## config.mk

```make
export PLATFORM = sky130hd
export DESIGN_NAME = pixel_capture
export DESIGN_NICKNAME = d
export VERILOG_FILES = /design/src/logic/line_buffer_pkg.sv /design/src/logic/pixel_capture.sv
export SDC_FILE = /design/constraint.sdc
export NUM_CORES = 1
export LEC_CHECK = 0
export BUFFER_PORTS_ARGS = -buffer_cell sky130_fd_sc_hd__buf_2
export CORE_UTILIZATION = 45
export DETAILED_ROUTE_END_ITERATION = 12
export PLACE_DENSITY_LB_ADDON = 0.08
export SLEW_MARGIN = 20
export SYNTH_ARGS = -nofsm -noshare
export SYNTH_HDL_FRONTEND = slang
export SYNTH_SLANG_ARGS = --single-unit
```

## constraint.sdc

```tcl
create_clock -name rclk -period 1.7 [get_ports rclk]
set_clock_uncertainty 0.2 [all_clocks]
set_input_delay 0.17 -clock rclk [delete_from_list [all_inputs] [get_ports rclk]]
set_output_delay 0.17 -clock rclk [all_outputs]
set_load 0.02 [all_outputs]
```

## src/logic/line_buffer_pkg.sv

```systemverilog
package line_buffer_pkg;

    // one FIFO word. written as colour fields, read back as two bytes.
    typedef struct packed {
        logic [4:0] r;
        logic [5:0] g;
        logic [4:0] b;
    } rgb565_t;

    typedef union packed {
        rgb565_t         rgb;
        logic [1:0][7:0] bytes; // [1] is the high byte.
    } pixel565_t;

    // frame capture FSM.
    typedef enum logic [1:0] {
        WAIT_TRIG = 2'd0, // frame start, no pixel seen yet.
        CAPTURE   = 2'd1,
        SKIP      = 2'd2, // trigger came too late for this frame.
        DONE      = 2'd3
    } capture_state_t;

endpackage : line_buffer_pkg

```

## src/logic/pixel_capture.sv

```systemverilog
module pixel_capture #(
    parameter int H_ACT = 1280,
    parameter int V_ACT = 720
) (
    input  logic                       rclk,
    input  logic                       cam_vsync,
    input  logic                       trig,
    input  logic [24:0]                cam_pack,
    output logic                       wr_en,
    output line_buffer_pkg::pixel565_t wr_data
);

    localparam int FRAME_PIX = H_ACT * V_ACT;
    localparam int CNT_W     = $clog2(FRAME_PIX + 1);

    logic                             cam_de;
    logic [7:0]                       cam_r;
    logic [7:0]                       cam_g;
    logic [7:0]                       cam_b;
    line_buffer_pkg::pixel565_t       pix565;
    line_buffer_pkg::capture_state_t  state;
    logic                             trig_q;
    logic [CNT_W-1:0]                 pix_cnt;
    logic                             pix_last;
    logic                             capture_now;

    // unpack the camera word.
    assign cam_de = cam_pack[24];
    assign cam_r  = cam_pack[23:16];
    assign cam_g  = cam_pack[15:8];
    assign cam_b  = cam_pack[7:0];

    // truncate to 5/6/5.
    always_comb begin
        pix565.rgb.r = cam_r[7:3];
        pix565.rgb.g = cam_g[7:2];
        pix565.rgb.b = cam_b[7:3];
    end

    assign pix_last = (pix_cnt == CNT_W'(FRAME_PIX - 1));

    // a latched trigger lets the very first pixel through.
    assign capture_now = cam_de &&
                         ((state == line_buffer_pkg::CAPTURE) ||
                          (state == line_buffer_pkg::WAIT_TRIG && trig_q));

    // trigger latch, held until the next frame start.
    always_ff @(posedge rclk or posedge cam_vsync) begin
        if (cam_vsync) begin
            trig_q <= 1'b0;
        end else if (trig) begin
            trig_q <= 1'b1;
        end
    end

    always_ff @(posedge rclk or posedge cam_vsync) begin
        if (cam_vsync) begin
            state   <= line_buffer_pkg::WAIT_TRIG;
            pix_cnt <= '0;
            wr_en   <= 1'b0;
        end else begin
            wr_en <= capture_now;
            if (capture_now) begin
                pix_cnt <= pix_cnt + 1'b1;
                if (pix_last) begin
                    state <= line_buffer_pkg::DONE; // one frame only.
                end else begin
                    state <= line_buffer_pkg::CAPTURE;
                end
            end else if (state == line_buffer_pkg::WAIT_TRIG) begin
                if (trig_q) begin
                    state <= line_buffer_pkg::CAPTURE;
                end else if (cam_de) begin
                    state <= line_buffer_pkg::SKIP; // frame already running.
                end
            end
        end
    end

    // word travels alongside wr_en.
    always_ff @(posedge rclk) begin
        if (capture_now) begin
            wr_data <= pix565;
        end
    end

endmodule : pixel_capture

```

# Word-level counts from Yosys, hierarchy flattened
# Index checks and enable logic that the tools add are counted.
[totals]
elab_cells = 20
out_inout_bits = 17
ff_bits = 40
[op_classes]
add_sub_neg = 1
n_reduce_logical = 7
n_eq_ne = 2
muxes = 5
[op_table]
columns = ["op", "count"]
rows = [
  ["20-bit by 1-bit adder with 20-bit output (second input constant)", 1],
  ["20-bit == test (second input constant)", 1],
  ["2-bit 2-to-1 mux", 5],
  ["3-bit nonzero test", 1],
  ["2-bit by 1-bit == test with 1-bit output (second input constant)", 1],
  ["1-bit logical AND", 2],
  ["2-bit zero test", 1],
  ["2-bit AND reduction", 1],
  ["2-bit nonzero test", 1],
  ["1-bit logical OR", 1],
]

# Depth between registers and ports, before layout
[depth]
depth_word = 6
depth_mapped = 5
mapped_depth_nobuf = 5

# Worst setup path after synthesis
# No wires, ideal clock.
[synth_path]
path_kind = "register to register"
from = "reg state[1]"
to = "reg wr_data[0] in the netlist's numbering (enable)"
required_ps = 1133
path_stages_with_launch = 5
t_arrival_ps = 1145
slack_ps = -11
period_less_slack_ps = 1711
path_cell_list = "dfrtp_1 o21ba_2 buf_6 nand2_1 inv_1"
[synth_via]
elab_chain_len = 4
[synth_lines]
columns = ["item", "line_no", "rtl"]
rows = [
  ["start: declaration", "pixel_capture.sv:21", "line_buffer_pkg::capture_state_t state;"],
  ["start signal: assignment", "pixel_capture.sv:58", "state <= line_buffer_pkg::WAIT_TRIG;"],
  ["start signal: assignment", "pixel_capture.sv:66", "state <= line_buffer_pkg::DONE;"],
  ["start signal: assignment", "pixel_capture.sv:68", "state <= line_buffer_pkg::CAPTURE;"],
  ["2-bit zero test", "pixel_capture.sv:45", "(state == line_buffer_pkg::WAIT_TRIG && trig_q));"],
  ["1-bit logical AND", "pixel_capture.sv:45", ""],
  ["1-bit logical OR (*)", "pixel_capture.sv:44", "((state == line_buffer_pkg::CAPTURE) ||"],
  ["1-bit logical AND (*)", "pixel_capture.sv:43", "assign capture_now = cam_de &&"],
  ["via capture_now", "pixel_capture.sv:25", "logic capture_now;"],
  ["end signal: assignment", "pixel_capture.sv:83", "wr_data <= pix565;"],
  ["end: declaration", "pixel_capture.sv:10", "output line_buffer_pkg::pixel565_t wr_data"],
]
# Mark *: on every way through the listed nets, which the timed path passes. The rest lies on a longest branch.
# A chain may end at the register's enable or synchronous reset.

# Final worst setup path
[layout_path]
from = "reg pix_cnt[1]"
to = "reg state[1]"
[layout_via]
elab_chain_len = 3
[layout_lines]
columns = ["item", "line_no", "rtl"]
rows = [
  ["start: declaration", "pixel_capture.sv:23", "logic [CNT_W-1:0] pix_cnt;"],
  ["start signal: assignment", "pixel_capture.sv:64", "pix_cnt <= pix_cnt + 1'b1;"],
  ["20-bit == test", "pixel_capture.sv:40", "assign pix_last = (pix_cnt == CNT_W'(FRAME_PIX - 1));"],
  ["2-bit 2-to-1 mux", "pixel_capture.sv:65", "if (pix_last) begin"],
  ["2-bit 2-to-1 mux", "pixel_capture.sv:63", "if (capture_now) begin"],
  ["end signal: assignment", "pixel_capture.sv:66", ""],
  ["end signal: assignment", "pixel_capture.sv:68", ""],
  ["end signal: assignment", "pixel_capture.sv:72", "state <= line_buffer_pkg::CAPTURE;"],
]
# Every way passes these cells.

==> flow_summary.html <==
<table>
<tr><th>Metric</th><th>Value</th></tr>
<tr><th colspan="2">Power and ir drop</th></tr>
<tr><td>Internal power consumption</td><td>1.65 mW</td></tr>
<tr><td>Sequential share of power</td><td>52.9%</td></tr>
<tr><td>Portion of total power attributed to the clock network</td><td>about 28%</td></tr>
<tr><td>Switching share of power</td><td>24.9%</td></tr>
<tr><td>Power density cells</td><td>961 nW/um^2</td></tr>
<tr><td>Overall power of the completed layout</td><td>between 2 and 2.5 mW</td></tr>
<tr><td>Maximum vdd drop</td><td>0.000451 V</td></tr>
<tr><td>P_sw</td><td>546 uW</td></tr>
<tr><td>Leakage component of the power</td><td>1.07 nW</td></tr>
<tr><td>Combinational power share</td><td>19.6%</td></tr>
<tr><th colspan="2">Synth</th></tr>
<tr><td>Mapped Nets</td><td>139</td></tr>
<tr><td>Count of distinct cell types in the synthesized netlist</td><td>27</td></tr>
<tr><td>Cell taking the most area after synthesis</td><td>sky130_fd_sc_hd__dfrtp_1</td></tr>
<tr><td>Seq/Total Area, Yosys</td><td>68.8%</td></tr>
<tr><td>Share of flip-flops with an asynchronous set or reset</td><td>about three fifths</td></tr>
<tr><td>Number of instances in the synthesized netlist</td><td>110</td></tr>
<tr><td>Number of warnings reported in the yosys synthesis log</td><td>0</td></tr>
<tr><td>Main synth FF type</td><td>sky130_fd_sc_hd__dfrtp_1</td></tr>
<tr><td>Top cells by area in the synthesized netlist</td><td>sky130_fd_sc_hd__dfrtp_1 (38%), sky130_fd_sc_hd__edfxtp_1 (31%), sky130_fd_sc_hd__xor2_1 (6.1%)</td></tr>
<tr><td>Flops &amp; latches, synth</td><td>40</td></tr>
<tr><td>Cell area after synthesis</td><td>1570 um^2</td></tr>
<tr><td>Most frequently used cell type in the post-synthesis netlist</td><td>sky130_fd_sc_hd__dfrtp_1</td></tr>
<tr><td>Synth Area per Inst</td><td>14.3 um^2</td></tr>
<tr><td>Area share of the largest cell type after synthesis</td><td>38.2%</td></tr>
<tr><td>Post-synth EDFFs</td><td>16</td></tr>
<tr><td>Leading post-synthesis cells by instance count</td><td>sky130_fd_sc_hd__dfrtp_1 (24), sky130_fd_sc_hd__edfxtp_1 (16), sky130_fd_sc_hd__xor2_1 (11)</td></tr>
<tr><th colspan="2">Timing</th></tr>
<tr><td>Final Critical Period</td><td>1780 ps</td></tr>
<tr><td>Worst slew slack as a fraction of its limit</td><td>78.8%</td></tr>
<tr><td>Fmax</td><td>0.562 GHz</td></tr>
<tr><td>Max Transition Viols Final</td><td>0</td></tr>
<tr><td>Slew at the pin with the worst max-slew slack</td><td>between 300 and 400 ps</td></tr>
<tr><td>Final worst path period share</td><td>105%</td></tr>
<tr><td>Final setup margin</td><td>-78.1 ps</td></tr>
<tr><td>Number of failing setup endpoints in the final timing report</td><td>3</td></tr>
<tr><td>Setup repair after global routing missed its margin</td><td>true</td></tr>
<tr><td>Number of hold violations in the final report</td><td>0</td></tr>
<tr><th colspan="2">Drt</th></tr>
<tr><td>Initial drt markers</td><td>19</td></tr>
<tr><td>Wire length per cell after detailed routing</td><td>12.7 um</td></tr>
<tr><td>Post-route antenna net violation count</td><td>0</td></tr>
<tr><td>Drt total wl</td><td>~3 mm</td></tr>
<tr><td>First-pass iteration count of the detailed router</td><td>3</td></tr>
<tr><td>Vias after detailed routing</td><td>1,117</td></tr>
<tr><td>Via density</td><td>4.71</td></tr>
<tr><td>Drc violations</td><td>0</td></tr>
<tr><th colspan="2">Floorplanning</th></tr>
<tr><td>Full die area</td><td>3730 um^2</td></tr>
<tr><td>FP Rows</td><td>21</td></tr>
<tr><td>Starting utilization of the core area</td><td>47.1%</td></tr>
<tr><td>Die width</td><td>between 60 and 70 um</td></tr>
<tr><td>Area of the core</td><td>3340 um^2</td></tr>
<tr><td>Vertical extent of the die</td><td>about 61 um</td></tr>
<tr><td>Total I/O pin count</td><td>45</td></tr>
<tr><th colspan="2">Clock tree</th></tr>
<tr><td>Worst-skew pair later-pin latency</td><td>340 ps</td></tr>
<tr><td>Num CTS Buffers</td><td>5</td></tr>
<tr><td>Clock sinks</td><td>40</td></tr>
<tr><td>TritonCTS clock tree</td><td>done</td></tr>
<tr><td>CTS root buf</td><td>sky130_fd_sc_hd__clkbuf_4</td></tr>
<tr><td>Clock-pin slew on the worst setup and hold paths</td><td>120 ps</td></tr>
<tr><td>Number of levels the H-tree was split into</td><td>2</td></tr>
<tr><td>Max Root-Sink Buffers</td><td>2</td></tr>
<tr><th colspan="2">Min path</th></tr>
<tr><td>Worst min-delay path class</td><td>in2reg</td></tr>
<tr><td>Hold path startpoint</td><td>cam_pack[24]</td></tr>
<tr><td>Worst hold endpoint</td><td>pix_cnt[3]$_DFFE_PP0P_</td></tr>
<tr><td>Number of cells on the worst hold path</td><td>4</td></tr>
<tr><th colspan="2">GRT</th></tr>
<tr><td>Number of antenna violations at the first check in global routing</td><td>0</td></tr>
<tr><td>GRT overflow</td><td>0</td></tr>
<tr><td>Wire length of the first global-routing pass</td><td>4.40 mm</td></tr>
<tr><td>Total routing usage reported by global routing</td><td>17.1%</td></tr>
<tr><td>Pin count of the biggest net entering global routing</td><td>25</td></tr>
<tr><td>Via count of the first global-routing pass</td><td>1,012</td></tr>
<tr><th colspan="2">Final layout</th></tr>
<tr><td>Final Net Count</td><td>approximately 220</td></tr>
<tr><td>Number of diodes added for antenna fixing</td><td>0</td></tr>
<tr><td>Layout Utilization</td><td>around two thirds</td></tr>
<tr><td>Area overhead of the layout relative to synthesis</td><td>45.4%</td></tr>
<tr><td>Filler-free cell count of the finished design</td><td>237</td></tr>
<tr><td>Fraction of layout instances using a drive strength above 1</td><td>40.8%</td></tr>
<tr><th colspan="2">Outcome</th></tr>
<tr><td>Failing checks</td><td>negative setup slack</td></tr>
<tr><td>Result of the run</td><td>finished with violations</td></tr>
<tr><th colspan="2">Placed design</th></tr>
<tr><td>Number of cells in the design after placement</td><td>206</td></tr>
<tr><td>RD Place Congestion</td><td>0.738</td></tr>
<tr><td>HPWL after detailed placement</td><td>about 1.8 mm</td></tr>
<tr><td>I/O Buffers</td><td>36</td></tr>
<tr><th colspan="2">Run</th></tr>
<tr><td># Max-Cap Violations</td><td>0</td></tr>
<tr><th colspan="2">Critical path</th></tr>
<tr><td>Startpoint of the worst-slack reg-to-reg timing path</td><td>pix_cnt[1]$_DFFE_PP0P_</td></tr>
<tr><td>Worst Path Arrival</td><td>1870 ps</td></tr>
<tr><td>Critical setup path kind</td><td>reg2reg</td></tr>
<tr><td>Critical Path Source Type</td><td>flip-flop</td></tr>
<tr><td>Endpoint of the worst-slack reg-to-reg timing path</td><td>state[1]$_DFFE_PP0P_</td></tr>
<tr><td>Kind of end point of the critical path</td><td>flip-flop</td></tr>
<tr><td>CP Max Fanout</td><td>3</td></tr>
<tr><td>Slack of the worst reg-to-reg path</td><td>-80 ps</td></tr>
<tr><td>Data required time of the worst path</td><td>1790 ps</td></tr>
<tr><td>Length in cells of the worst reg-to-reg path</td><td>5</td></tr>
</table>
[metrics by stage]
step	setup slack, ps	TNS [ps]	hold slack (ps)	area (um^2)
floorplan	24.9	0	-15.4	1570
global placement	-27.2	-98.2	27.0	1930
detailed placement	-108	-344	37.1	1930
CTS	-64.6	-64.6	21.0	2220
global route	-151	-723	87.4	2280
finish	-78.1	-142	85.3	2280
[state kept, by name, summed over array words and instances (netlist names)]
signal   flops
wr_data     16
wr_en        1
trig_q       1
pix_cnt     20
state        2
[cell usage in the layout (no fill, tap or decap), drive strengths merged, types with 2 or more instances in the layout]
cell	n
clkbuf	5
nor2	5
or4b	2
nor3	4
nand2	7
edfxtp	16
dfrtp	24
nor4	4
dlygate4sd3	20
clkinvlp	2
and3	3
xnor2	8
xor2	11
and4	2
inv	4
buf	54
nand4	3
nand3	7
[final cells by class]
type	instances	area (um^2)
timing repair buffer	74	532
inverter	5	22.5
tap	46	57.6
fill	247	1050
clock buffer	5	37.5
multi-input combinational	64	510
sequential	40	1080
clock inverter	3	42.5
[worst max-delay path by stage]
stage,start,endpoint,slack (ps),depth (start not counted)
2_1_floorplan,pix_cnt[0]$_DFFE_PP0P_,state[1]$_DFFE_PP0P_,20,5
3_3_place_gp,pix_cnt[1]$_DFFE_PP0P_,pix_cnt[16]$_DFFE_PP0P_,-30,5
3_5_place_dp,pix_cnt[1]$_DFFE_PP0P_,pix_cnt[16]$_DFFE_PP0P_,-110,5
4_1_cts,pix_cnt[1]$_DFFE_PP0P_,state[1]$_DFFE_PP0P_,-60,5
5_1_grt,pix_cnt[1]$_DFFE_PP0P_,state[1]$_DFFE_PP0P_,-150,5
6_report,pix_cnt[1]$_DFFE_PP0P_,state[1]$_DFFE_PP0P_,-80,5
[cells by family after synthesis]
kind of cell / Yosys count / share of synthesized area [%]
buffers and inverters: 6 / 1.91
AND/OR/NAND/NOR: 40 / 15.4
AO/OA/AOI/OAI: 3 / 1.75
flip-flops: 40 / 68.8
multiplexers: 1 / 0.717
adder cells (fa/ha/maj): 1 / 0.797
XOR/XNOR: 19 / 10.6
[worst max-delay path, stage by stage, from the launching register on]
cell                      delay (ps)
sky130_fd_sc_hd__dfrtp_1         410
sky130_fd_sc_hd__ha_2            200
sky130_fd_sc_hd__and3_4          200
sky130_fd_sc_hd__or4b_4          470
sky130_fd_sc_hd__nor4_4          130
sky130_fd_sc_hd__a211o_2         130
[power groups by stage]
stage,logic (mW),registers (mW),clock network [mW]
4_1_cts,0.391,1.16,0.635
3_5_place_dp,0.348,1.17,0
2_1_floorplan,0.146,1.21,0
5_1_grt,0.472,1.17,0.668
6_report,0.430,1.16,0.603
3_3_place_gp,0.335,1.17,0
[timing repair]
item	in CTS	in global routing
endpoints found under the setup margin	6	26
resized for setup	4	7
hold buffers	19	1
hold endpoints to repair	44	1
pin swaps	1	3
setup buffers	1	2
[metal layers]
| layer | track usage [%] | routed length (um) | vias to the layer above |
|---|---|---|---|
| met5 | 0 | 0 | - |
| met3 | 5.88 | 154 | 6 |
| met4 | 6.82 | 41 | 0 |
| met1 | 19.0 | 1290 | 527 |
| li1 | - | - | 551 |
| met2 | 30.0 | 1530 | 33 |
Note: power is estimated with default switching activity, not from simulation.
