## src/logic/line_buffer_pkg.sv

```systemverilog
package line_buffer_pkg;

    // one FIFO word. written as colour fields, read back as two bytes.
    typedef struct packed {
        logic [4:0] r;
        logic [5:0] g;
        logic [4:0] b;
    } rgb565_t;

    typedef union packed {
        rgb565_t         rgb;
        logic [1:0][7:0] bytes; // [1] is the high byte.
    } pixel565_t;

    // frame capture FSM.
    typedef enum logic [1:0] {
        WAIT_TRIG = 2'd0, // frame start, no pixel seen yet.
        CAPTURE   = 2'd1,
        SKIP      = 2'd2, // trigger came too late for this frame.
        DONE      = 2'd3
    } capture_state_t;

endpackage : line_buffer_pkg

```

## src/logic/byte_reader.sv

```systemverilog
module byte_reader #(
    parameter int H_ACT = 1280,
    parameter int V_ACT = 720
) (
    input  logic                             rclk,
    input  logic                             cam_vsync,
    input  line_buffer_pkg::pixel565_t       rd_data,
    input  logic                             rd_valid,
    input  logic                             read_en,
    output logic                             rd_ready,
    output logic                             cam_valid,
    output logic [7:0]                       cam_data,
    output logic [$clog2(2 * V_ACT)-1:0]     cam_row
);

    localparam int ROWS  = 2 * V_ACT; // two bytes per pixel.
    localparam int X_W   = $clog2(H_ACT);
    localparam int ROW_W = $clog2(ROWS);

    line_buffer_pkg::pixel565_t word_q;
    logic                       word_valid;
    logic                       byte_sel; // 0 high byte, 1 low byte.
    logic                       take;
    logic                       last_take;
    logic                       load;
    logic [X_W-1:0]             x;
    logic [ROW_W-1:0]           row;
    logic                       x_end;
    logic                       row_end;

    assign take      = cam_valid && read_en;
    assign last_take = take && byte_sel;
    assign rd_ready  = !word_valid || last_take;
    assign load      = rd_valid && rd_ready;

    assign cam_valid = word_valid;
    assign cam_data  = byte_sel ? word_q.bytes[0] : word_q.bytes[1];
    assign cam_row   = row;

    assign x_end   = (x == X_W'(H_ACT - 1));
    assign row_end = (row == ROW_W'(ROWS - 1));

    always_ff @(posedge rclk) begin
        if (load) begin
            word_q <= rd_data;
        end
    end

    always_ff @(posedge rclk or posedge cam_vsync) begin
        if (cam_vsync) begin
            word_valid <= 1'b0;
            byte_sel   <= 1'b0;
        end else if (load) begin
            word_valid <= 1'b1; // next word right behind the last byte.
            byte_sel   <= 1'b0;
        end else if (last_take) begin
            word_valid <= 1'b0;
            byte_sel   <= 1'b0;
        end else if (take) begin
            byte_sel <= 1'b1;
        end
    end

    // x and row advance on every byte handed over.
    always_ff @(posedge rclk or posedge cam_vsync) begin
        if (cam_vsync) begin
            x   <= '0;
            row <= '0;
        end else if (take) begin
            if (x_end) begin
                x   <= '0;
                row <= row_end ? '0 : row + 1'b1;
            end else begin
                x <= x + 1'b1;
            end
        end
    end

endmodule : byte_reader

```

## config.mk

```make
export PLATFORM = sky130hd
export DESIGN_NAME = byte_reader
export DESIGN_NICKNAME = d
export VERILOG_FILES = /design/src/logic/line_buffer_pkg.sv /design/src/logic/byte_reader.sv
export SDC_FILE = /design/constraint.sdc
export NUM_CORES = 1
export LEC_CHECK = 0
export BUFFER_PORTS_ARGS = -buffer_cell sky130_fd_sc_hd__buf_4
export CORE_MARGIN = 5
export CORE_UTILIZATION = 46
export CTS_CLUSTER_DIAMETER = 200
export CTS_CLUSTER_SIZE = 12
export DETAILED_ROUTE_END_ITERATION = 8
export PLACE_DENSITY = 0.7
export SYNTH_ARGS = -nofsm -noshare
export SYNTH_HDL_FRONTEND = slang
export SYNTH_SLANG_ARGS = --single-unit
```

## constraint.sdc

```tcl
create_clock -name rclk -period 2.8 [get_ports rclk]
set_input_delay 0.28 -clock rclk [delete_from_list [all_inputs] [get_ports rclk]]
set_output_delay 0.28 -clock rclk [all_outputs]
set_load 0.05 [all_outputs]
```

# Word-level counts from Yosys, hierarchy flattened
# Index checks and enable logic that the tools add are counted.
[word_totals] reg_bits=40 output_inout_bits=21 word_cells=25
[classes] add_sub_neg=2 n_eq_ne=2 mux=8 n_reduce_logical=8
[op_table] cell="$add 11x1->11 const B" count=2
[op_table] cell="$eq 11x11->1 const B" count=2
[op_table] cell="$mux 11" count=2
[op_table] cell="$mux 8" count=1
[op_table] cell="$mux 1" count=5
[op_table] cell="$logic_and 1x1->1" count=3
[op_table] cell="$reduce_bool 3->1" count=1
[op_table] cell="$reduce_and 2->1" count=1
[op_table] cell="$reduce_bool 2->1" count=1
[op_table] cell="$logic_not 1->1" count=1
[op_table] cell="$logic_or 1x1->1" count=1

# Logic depth before layout (Yosys ltp)
# Gate-level depths: netlist (run 1).
[logic_depth] depth_word=5 ltp_mapped=6

# Least setup slack after synthesis (run 1)
# No wires, ideal clock.
[synth_path] kind="register -> register" startpoint="register byte_sel" endpoint="register word_q[0] (netlist name), enable pin" setup_time_ps=375 arrival_time_ps=1648 t_required_ps=2425 setup_slack_ps=778 path_stages_with_launch=5 synth_period_minus_slack_ps=2022 cell_sequence="dfrtp_1 > clkbuf_1 > nand2_1 > nand2_1 > and2_1"
[synth_via] elab_chain_len=3
[synth_lines] element="from (decl)" line_no="byte_reader.sv:22" source="logic byte_sel;"
[synth_lines] element="from (signal assigned)" line_no="byte_reader.sv:52" source="byte_sel <= 1'b0;"
[synth_lines] element="from (signal assigned)" line_no="byte_reader.sv:55" source="byte_sel <= 1'b0;"
[synth_lines] element="from (signal assigned)" line_no="byte_reader.sv:58" source="byte_sel <= 1'b0;"
[synth_lines] element="$logic_and 1x1->1" line_no="byte_reader.sv:32" source="assign last_take = take && byte_sel;"
[synth_lines] element="$logic_or 1x1->1" line_no="byte_reader.sv:33" source="assign rd_ready = !word_valid || last_take;"
[synth_lines] element="named net rd_ready" line_no="byte_reader.sv:10" source="output logic rd_ready,"
[synth_lines] element="$logic_and 1x1->1" line_no="byte_reader.sv:34" source="assign load = rd_valid && rd_ready;"
[synth_lines] element="named net load" line_no="byte_reader.sv:25" source="logic load;"
[synth_lines] element="to (signal assigned)" line_no="byte_reader.sv:45" source="word_q <= rd_data;"
[synth_lines] element="to (decl)" line_no="byte_reader.sv:20" source="line_buffer_pkg::pixel565_t word_q;"
# The timed path passes the listed nets, and every way through them passes these cells.
# A chain may end at the register's enable or synchronous reset.

# Worst setup path after layout (run 1)
[layout_path] startpoint="register row[0], in the netlist cam_row[0]" endpoint="register row[8], in the netlist cam_row[8]"
[layout_via] elab_chain_len=2
[layout_lines] element="from (decl)" line_no="byte_reader.sv:27" source="logic [ROW_W-1:0] row;"
[layout_lines] element="from (signal assigned)" line_no="byte_reader.sv:72" source="row <= row_end ? '0 : row + 1'b1;"
[layout_lines] element="$add 11x1->11 / $eq 11x11->1 (equally long branches)" line_no="byte_reader.sv:72, byte_reader.sv:41"
[layout_lines] element="$mux 11 *" line_no="byte_reader.sv:72"
# Every way passes the cells marked *; elsewhere a longest branch is shown, timed or not.

==> results of run 1 <==
==> cells by family (layout without fill, tap and decap cells) <==
kind of cell,after synthesis,after routing,synth area share [%]
buffers and inverters,7,52,1.93
DFF,40,40,59.7
AOI/OAI and AO/OA,15,15,4.56
and+or+nand+nor,68,68,22.7
xor gates and xnor gates,10,10,4.83
adders and majority gates,2,2,1.38
muxes,8,8,4.97
==> layer usage <==
layer	wire [um]	vias to the layer above
li1	-	634
met1	1470	629
met2	1820	15
met3	117	7
met4	69	0
met5	0	-
==> worst paths after layout <==
check	cells after the start	end
worst min-delay path	1	word_q[7]$_DFFE_PP_
worst max-delay path	5	cam_row[8]$_DFFE_PP0P_
worst min register to register	1	x[6]$_DFFE_PP0N_
max in group asynchronous	2	cam_row[3]$_DFFE_PP0P_
worst max register to register	5	cam_row[8]$_DFFE_PP0P_
min in group asynchronous	2	x[9]$_DFFE_PP0N_
==> per-stage QoR <==
| step | instance area [sq um] | hold WS (ns) | util (%) |
|---|---|---|---|
| 2_1_floorplan | 1810 | 0.295 | - |
| 3_3_place_gp | 2150 | 0.458 | 57.5 |
| 3_5_place_dp | 2150 | 0.459 | 57.5 |
| 4_1_cts | 2260 | 0.148 | 60.5 |
| 5_1_grt | 2260 | 0.138 | 60.5 |
| 6_report | 2260 | 0.161 | 60.5 |
==> state kept, by name (all words and copies together) (netlist names) <==
| signal | cells |
|---|---|
| byte_sel | 1 |
| cam_row | 11 |
| cam_valid | 1 |
| word_q | 16 |
| x | 11 |
==> cell usage in the layout, fill, tap and decap left out <==
master	count
a21o_1	1
a21oi_1	6
and2_1	1
and2_2	1
and3_2	2
and4_1	1
and4_2	2
and4_4	1
buf_4	40
bufinv_16	1
clkbuf_8	5
clkinv_2	1
clkinvlp_4	1
dfrtp_1	24
edfxtp_1	16
ha_1	2
inv_1	4
mux2_2	8
nand2_1	19
nand2b_1	1
nand3_1	11
nand3_4	1
nand3b_1	2
nand4_1	5
nand4_2	1
nor2_1	5
nor3_1	3
nor3b_4	1
nor4b_1	1
o21ai_0	6
o31ai_1	2
or2_2	1
or3_1	4
or3_2	1
or4_1	3
or4b_1	1
xnor2_1	5
xor2_1	5
==> where the power goes <==
| part | leakage (uW) | switching, uW | internal [uW] | total (uW) |
|---|---|---|---|---|
| clock network | 0.0000541 | 197 | 264 | 461 |
| registers | 0.000447 | 80.1 | 702 | 782 |
| logic | 0.000467 | 303 | 182 | 485 |
==> area by class of cell <==
cell class | count | area [sq um]
clock buffers | 5 | 68.8
clock inverters | 3 | 42.5
fillers | 326 | 1480
inverters | 4 | 15.0
multi-input cells | 103 | 696
flip-flops and latches | 40 | 1080
well taps | 48 | 60.1
repair buffers | 40 | 300
==> results.json, run 1 <==
{
  "drive_above_1_share_pct": 34.4,
  "tritoncts": "done",
  "min-delay-start": "rd_data[7]",
  "timing.setup.critical_path_class": "flop to flop",
  "postSynthNetCount": 172,
  "detail-route-antenna-nets": 0,
  "ys_async_sr_fraction_pct": 60.0,
  "path_delay_family": "simple AND/OR/NAND/NOR gates",
  "final.period_utilization_pct": 63.9,
  "io_buffers": 40,
  "synth.top_cells.by_area": "dfrtp_1 (33%), edfxtp_1 (27%), mux2_2 (5.0%)",
  "critPathLaunchType": "flop",
  "die_y_um": 72.8,
  "synth_warnings": 0,
  "worstPathBufferInverterCount": 0,
  "cts-hold-fix-buffers": 0,
  "routedWlPerCell_um": 14.3,
  "status": "finished, final reports clean",
  "regToRegSetupSlack_ns": 1.01,
  "detailedPlace.worstSlack_ns": 0.996,
  "critical_path.startpoint": "cam_row[0]$_DFFE_PP0P_",
  "num_io_pins": 41,
  "peakVddDrop_v": 0.000537,
  "post_synthesis_sequential_area_ratio_pct": 59.7,
  "yosys.area.top_type_share_pct": 33.1,
  "clk_pin_slew_ns": 0.08,
  "global_route.peak_usage_layer": "met2",
  "start_util_pct": 48.4,
  "avgSynthCellArea_sq_um": 12.1,
  "numPlacedInstances": 235,
  "fin_setup_tns_ns": 0,
  "chipWidth_um": 72.8,
  "yosys.cell_count.top_type": "dfrtp_1",
  "grt_first_pass_wirelength_mm": 5.86,
  "use_met1_pct": 16.5,
  "detailroute.via_count": 1285,
  "final_max_slew_viol_count": 0,
  "num-nets-final": 216,
  "kind_of_end_point_of_the_critical_path": "flop",
  "critical-path-max-stage-delay_ns": 0.49,
  "groute.usage.overall_pct": 14.3,
  "core_region_area_sq_mm": 0.00374,
  "cts_buffers": 5,
  "synthesis.area_sq_mm": 0.00181,
  "post_cts_buffers": 0,
  "max-clock-path-buffers": 2,
  "cts_root_buffer": "clkbuf_8",
  "cts-htree-levels": 2,
  "grt_max_degree": 25,
  "met3_usage_pct": 3.58,
  "clock_sink_count": 40,
  "synthesis.instances": 150,
  "worst_path_max_delay_cell": "or4_1",
  "report.final.hold_viol_count": 0,
  "post-dp-hpwl_mm": 2.57,
  "diode_insertion_count_for_antenna_repair": 0,
  "cts_resized": 0,
  "finalWorstSetupSlack_ns": 1.01,
  "number_of_violations_of_the_max_capacitance_limit": 0,
  "synth_edf_count": 16,
  "worstPathMaxFanout": 7,
  "path_cells": "ha_1 -> and4_2 -> nand2_1 -> or4_1 -> a21oi_1",
  "r2r-start": "cam_row[0]$_DFFE_PP0P_",
  "drt-pass1-iter-count": 4,
  "critical_path_arrival_ns": 2.00,
  "drt-initial-drc-count": 80,
  "worst_clock_skew_ns": 0.00478,
  "grt_setup_unrepaired": "false",
  "p_leak_uw": 0.000969,
  "antenna_found_initial": 0,
  "layout.cells.non_filler": 243,
  "power_per_cell_area_mw_per_mm2": 764,
  "floorplan.die_area_sq_mm": 0.00529,
  "slew_headroom_pct": 39.5,
  "totalPowerFinal_uw": 1730,
  "hold_path.class": "input pin to flop",
  "remaining_drc_errors": 0,
  "area_delta_synth_final_pct": 24.9,
  "cp.required_ns": 3.01,
  "fp-row-count": 22,
  "synthDistinctLibCells": 36,
  "place_congestion": 0.814,
  "overflow": 0,
  "synth_common_cells": "dfrtp_1 (24), nand2_1 (19), edfxtp_1 (16)",
  "vias_in_the_first_global_route": 1309,
  "synth_flop_cell": "dfrtp_1",
  "via_per_inst": 5.29,
  "min_period_ns": 1.79,
  "finalWirelength_mm": 3.48,
  "synth-seq-cells": 40,
  "source_to_sink_clock_delay_at_the_later_pin_of_the_worst_skew_pair_ns": 0.29,
  "synth_top_cell_by_area": "dfrtp_1",
  "use_met2_pct": 24.8,
  "report.final.setup_viol": 0,
  "fmax_mhz": 559,
  "worst-slew-pin-transition_ns": 0.906
}
(Power assumes the default switching activity.)
==> run 2, diff against run 1 <==
- ABC_AREA: not set -> 1
- PLACE_DENSITY: 0.7 -> 0.69
- clock period: 2.8 -> 1.8 ns (I/O delays scaled with it)
==> results.json, run 2 <==
{
  "status": "finished, final reports clean",
  "synth.top_cells.by_area": "dfrtp_1 (30%), edfxtp_1 (24%), nand2_1 (12%)",
  "yosys.area.top_type_share_pct": 29.9,
  "grt_first_pass_wirelength_mm": 7.23,
  "antenna_found_initial": 0,
  "synthesis.instances": 221,
  "synth_common_cells": "nand2_1 (62), inv_1 (29), dfrtp_1 (24)",
  "fp-row-count": 24,
  "postSynthNetCount": 243,
  "detail-route-antenna-nets": 0,
  "post_synthesis_sequential_area_ratio_pct": 53.8,
  "critical_path_arrival_ns": 1.48,
  "cts_buffers": 5,
  "remaining_drc_errors": 0,
  "timing.setup.critical_path_class": "flop to primary output",
  "report.final.setup_viol": 0,
  "overflow": 0,
  "largest_register_ff_count": 16,
  "max-clock-path-buffers": 2,
  "routedWlPerCell_um": 12.4,
  "synth_top_cell_by_area": "dfrtp_1",
  "worst_clock_skew_ns": 0.00573,
  "p_leak_uw": 0.00122,
  "max_flop_register": "word_q",
  "fmax_mhz": 601,
  "detailroute.via_count": 1543,
  "source_to_sink_clock_delay_at_the_later_pin_of_the_worst_skew_pair_ns": 0.30,
  "chipWidth_um": 76.1,
  "ys_async_sr_fraction_pct": 60.0,
  "num_io_pins": 41,
  "cp.required_ns": 1.62,
  "kind_of_end_point_of_the_critical_path": "primary output",
  "number_of_violations_of_the_max_capacitance_limit": 0,
  "drt-initial-drc-count": 43,
  "yosys.cell_count.top_type": "nand2_1",
  "floorplan.die_area_sq_mm": 0.00579,
  "post-dp-hpwl_mm": 3.00,
  "grt_setup_unrepaired": "false",
  "synthesis.area_sq_mm": 0.00201,
  "synth_edf_count": 16,
  "synth_compound_area_share_pct": 4.79,
  "die_y_um": 76.1,
  "via_per_inst": 4.81,
  "grt_max_degree": 25,
  "fillCellCount": 399,
  "synth-seq-cells": 40,
  "synthDistinctLibCells": 30,
  "io_buffers": 40,
  "fin_setup_tns_ns": 0,
  "post_cts_buffers": 0,
  "yosys.area_share.adder_pct": 1.25,
  "totalPowerFinal_uw": 3060,
  "drt-pass1-iter-count": 4,
  "finalWorstSetupSlack_ns": 0.136,
  "layout.cells.non_filler": 321,
  "peakVddDrop_v": 0.000628,
  "synth_warnings": 0,
  "commonest_non_fill_non_tap_cells_in_the_layout": "nand2_1 (61), buf_4 (41), inv_1 (29), dfrtp_1 (24), nor2_1 (20)",
  "holdPathStages": 1,
  "worst-slew-pin-transition_ns": 0.416,
  "synthXorXnorAreaFrac_pct": 2.62,
  "final_max_slew_viol_count": 0,
  "finalWirelength_mm": 3.99,
  "hold_path.class": "input pin to flop",
  "largest_family_of_logic_cells_by_synthesized_area": "simple AND/OR/NAND/NOR gates",
  "min_period_ns": 1.66,
  "critical_path.reg2reg.endpoint": "cam_row[10]$_DFFE_PP0P_",
  "mostFrequentLayoutCell": "nand2_1",
  "cts_root_buffer": "clkbuf_8",
  "tritoncts": "done",
  "worstPathMaxFanout": 10,
  "clock_sink_count": 40,
  "start_util_pct": 46.8,
  "r2r_cells": 8,
  "area_delta_synth_final_pct": 25.3,
  "utilization_pct": 58.7,
  "slew_headroom_pct": 72.3,
  "r2r-start": "cam_row[0]$_DFFE_PP0P_",
  "synth_flop_cell": "dfrtp_1",
  "detailedPlace.worstSlack_ns": 0.229,
  "min-delay-start": "rd_data[11]",
  "report.final.hold_viol_count": 0,
  "regToRegSetupSlack_ns": 0.23,
  "num-nets-final": 290,
  "diode_insertion_count_for_antenna_repair": 0,
  "vias_in_the_first_global_route": 1606,
  "groute.usage.overall_pct": 15.2,
  "avgSynthCellArea_sq_um": 9.09,
  "drive_above_1_share_pct": 28.6,
  "final.period_utilization_pct": 92.5,
  "clk_pin_slew_ns": 0.08,
  "numPlacedInstances": 312,
  "cts-htree-levels": 2,
  "power_per_cell_area_mw_per_mm2": 1210,
  "min_delay_worst_endpoint": "word_q[11]$_DFFE_PP_",
  "yosys-mux-area-fraction_pct": 4.48,
  "place_congestion": 0.774,
  "synth_simple_gate_area_share_pct": 26.1,
  "critPathLaunchType": "flop",
  "core_region_area_sq_mm": 0.00429
}
[run 2: repair_timing]
| item | 4_1_cts | 5_1_grt |
|---|---|---|
| endpoints found under the hold margin | 24 | 0 |
| gates resized for setup | 0 | 3 |
| hold buffers | 1 | 0 |
| setup endpoints to repair | 0 | 1 |
[run 2: kinds of logic after synthesis]
logic type,after synthesis
AO/OA/AOI/OAI,15
XOR/XNOR,6
adder cells (fa/ha/maj),2
buffers and inverters,34
flip-flops,40
multiplexers,8
AND/OR/NAND/NOR,116
[run 2: power breakdown]
group	leakage (uW)	internal [uW]	switching, uW
Combinational	0.000716	376	650
Sequential	0.000446	1120	158
Clock	0.0000548	418	341
Total	0.00122	1910	1150
[run 2: metrics by stage]
| step | hold slack, ns | area, sq um |
|---|---|---|
| after floorplan | 0.195 | 2020 |
| after global placement | 0.254 | 2390 |
| after detailed placement | 0.258 | 2390 |
| after CTS | 0.0442 | 2510 |
| after global routing | 0.0334 | 2520 |
| final | 0.0525 | 2520 |
[run 2: worst max-delay path, cell delays in order, from the launching register on]
cell and delay, ns:
dfrtp_1 0.60, mux2_2 0.39, buf_4 0.19
[run 2: area by class of cell]
class	instances	area (sq um)	area share, %
clock buffers	5	68.8	2.73
repair buffers	43	338	13.4
well taps	52	65.1	2.58
multi-input cells	147	801	31.8
clock inverters	3	46.3	1.84
flip-flops and latches	40	1080	42.9
inverters	31	119	4.72
[run 2: how the worst max path moves through the flow]
stage / startpoint / endpoint / depth (start not counted)
detailed placement: x[0]$_DFFE_PP0N_ / cam_row[8]$_DFFE_PP0P_ / 5
floorplan: cam_valid$_DFFE_PP0P_ / word_q[0]$_DFFE_PP_ / 6
CTS: cam_valid$_DFFE_PP0P_ / rd_ready / 7
global route: cam_valid$_DFFE_PP0P_ / rd_ready / 7
finish: byte_sel$_DFFE_PP0P_ / cam_data[0] / 2
global placement: cam_row[0]$_DFFE_PP0P_ / cam_row[10]$_DFFE_PP0P_ / 8
[run 2: per-layer routing]
metal / track usage [%] / wire (um) / share of wire [%]
met5: 0 / 0 / 0
met1: 19.0 / 1780 / 45
met2: 25.6 / 2040 / 51
met3: 4.85 / 123 / 3.1
met4: 3.67 / 42 / 1.1
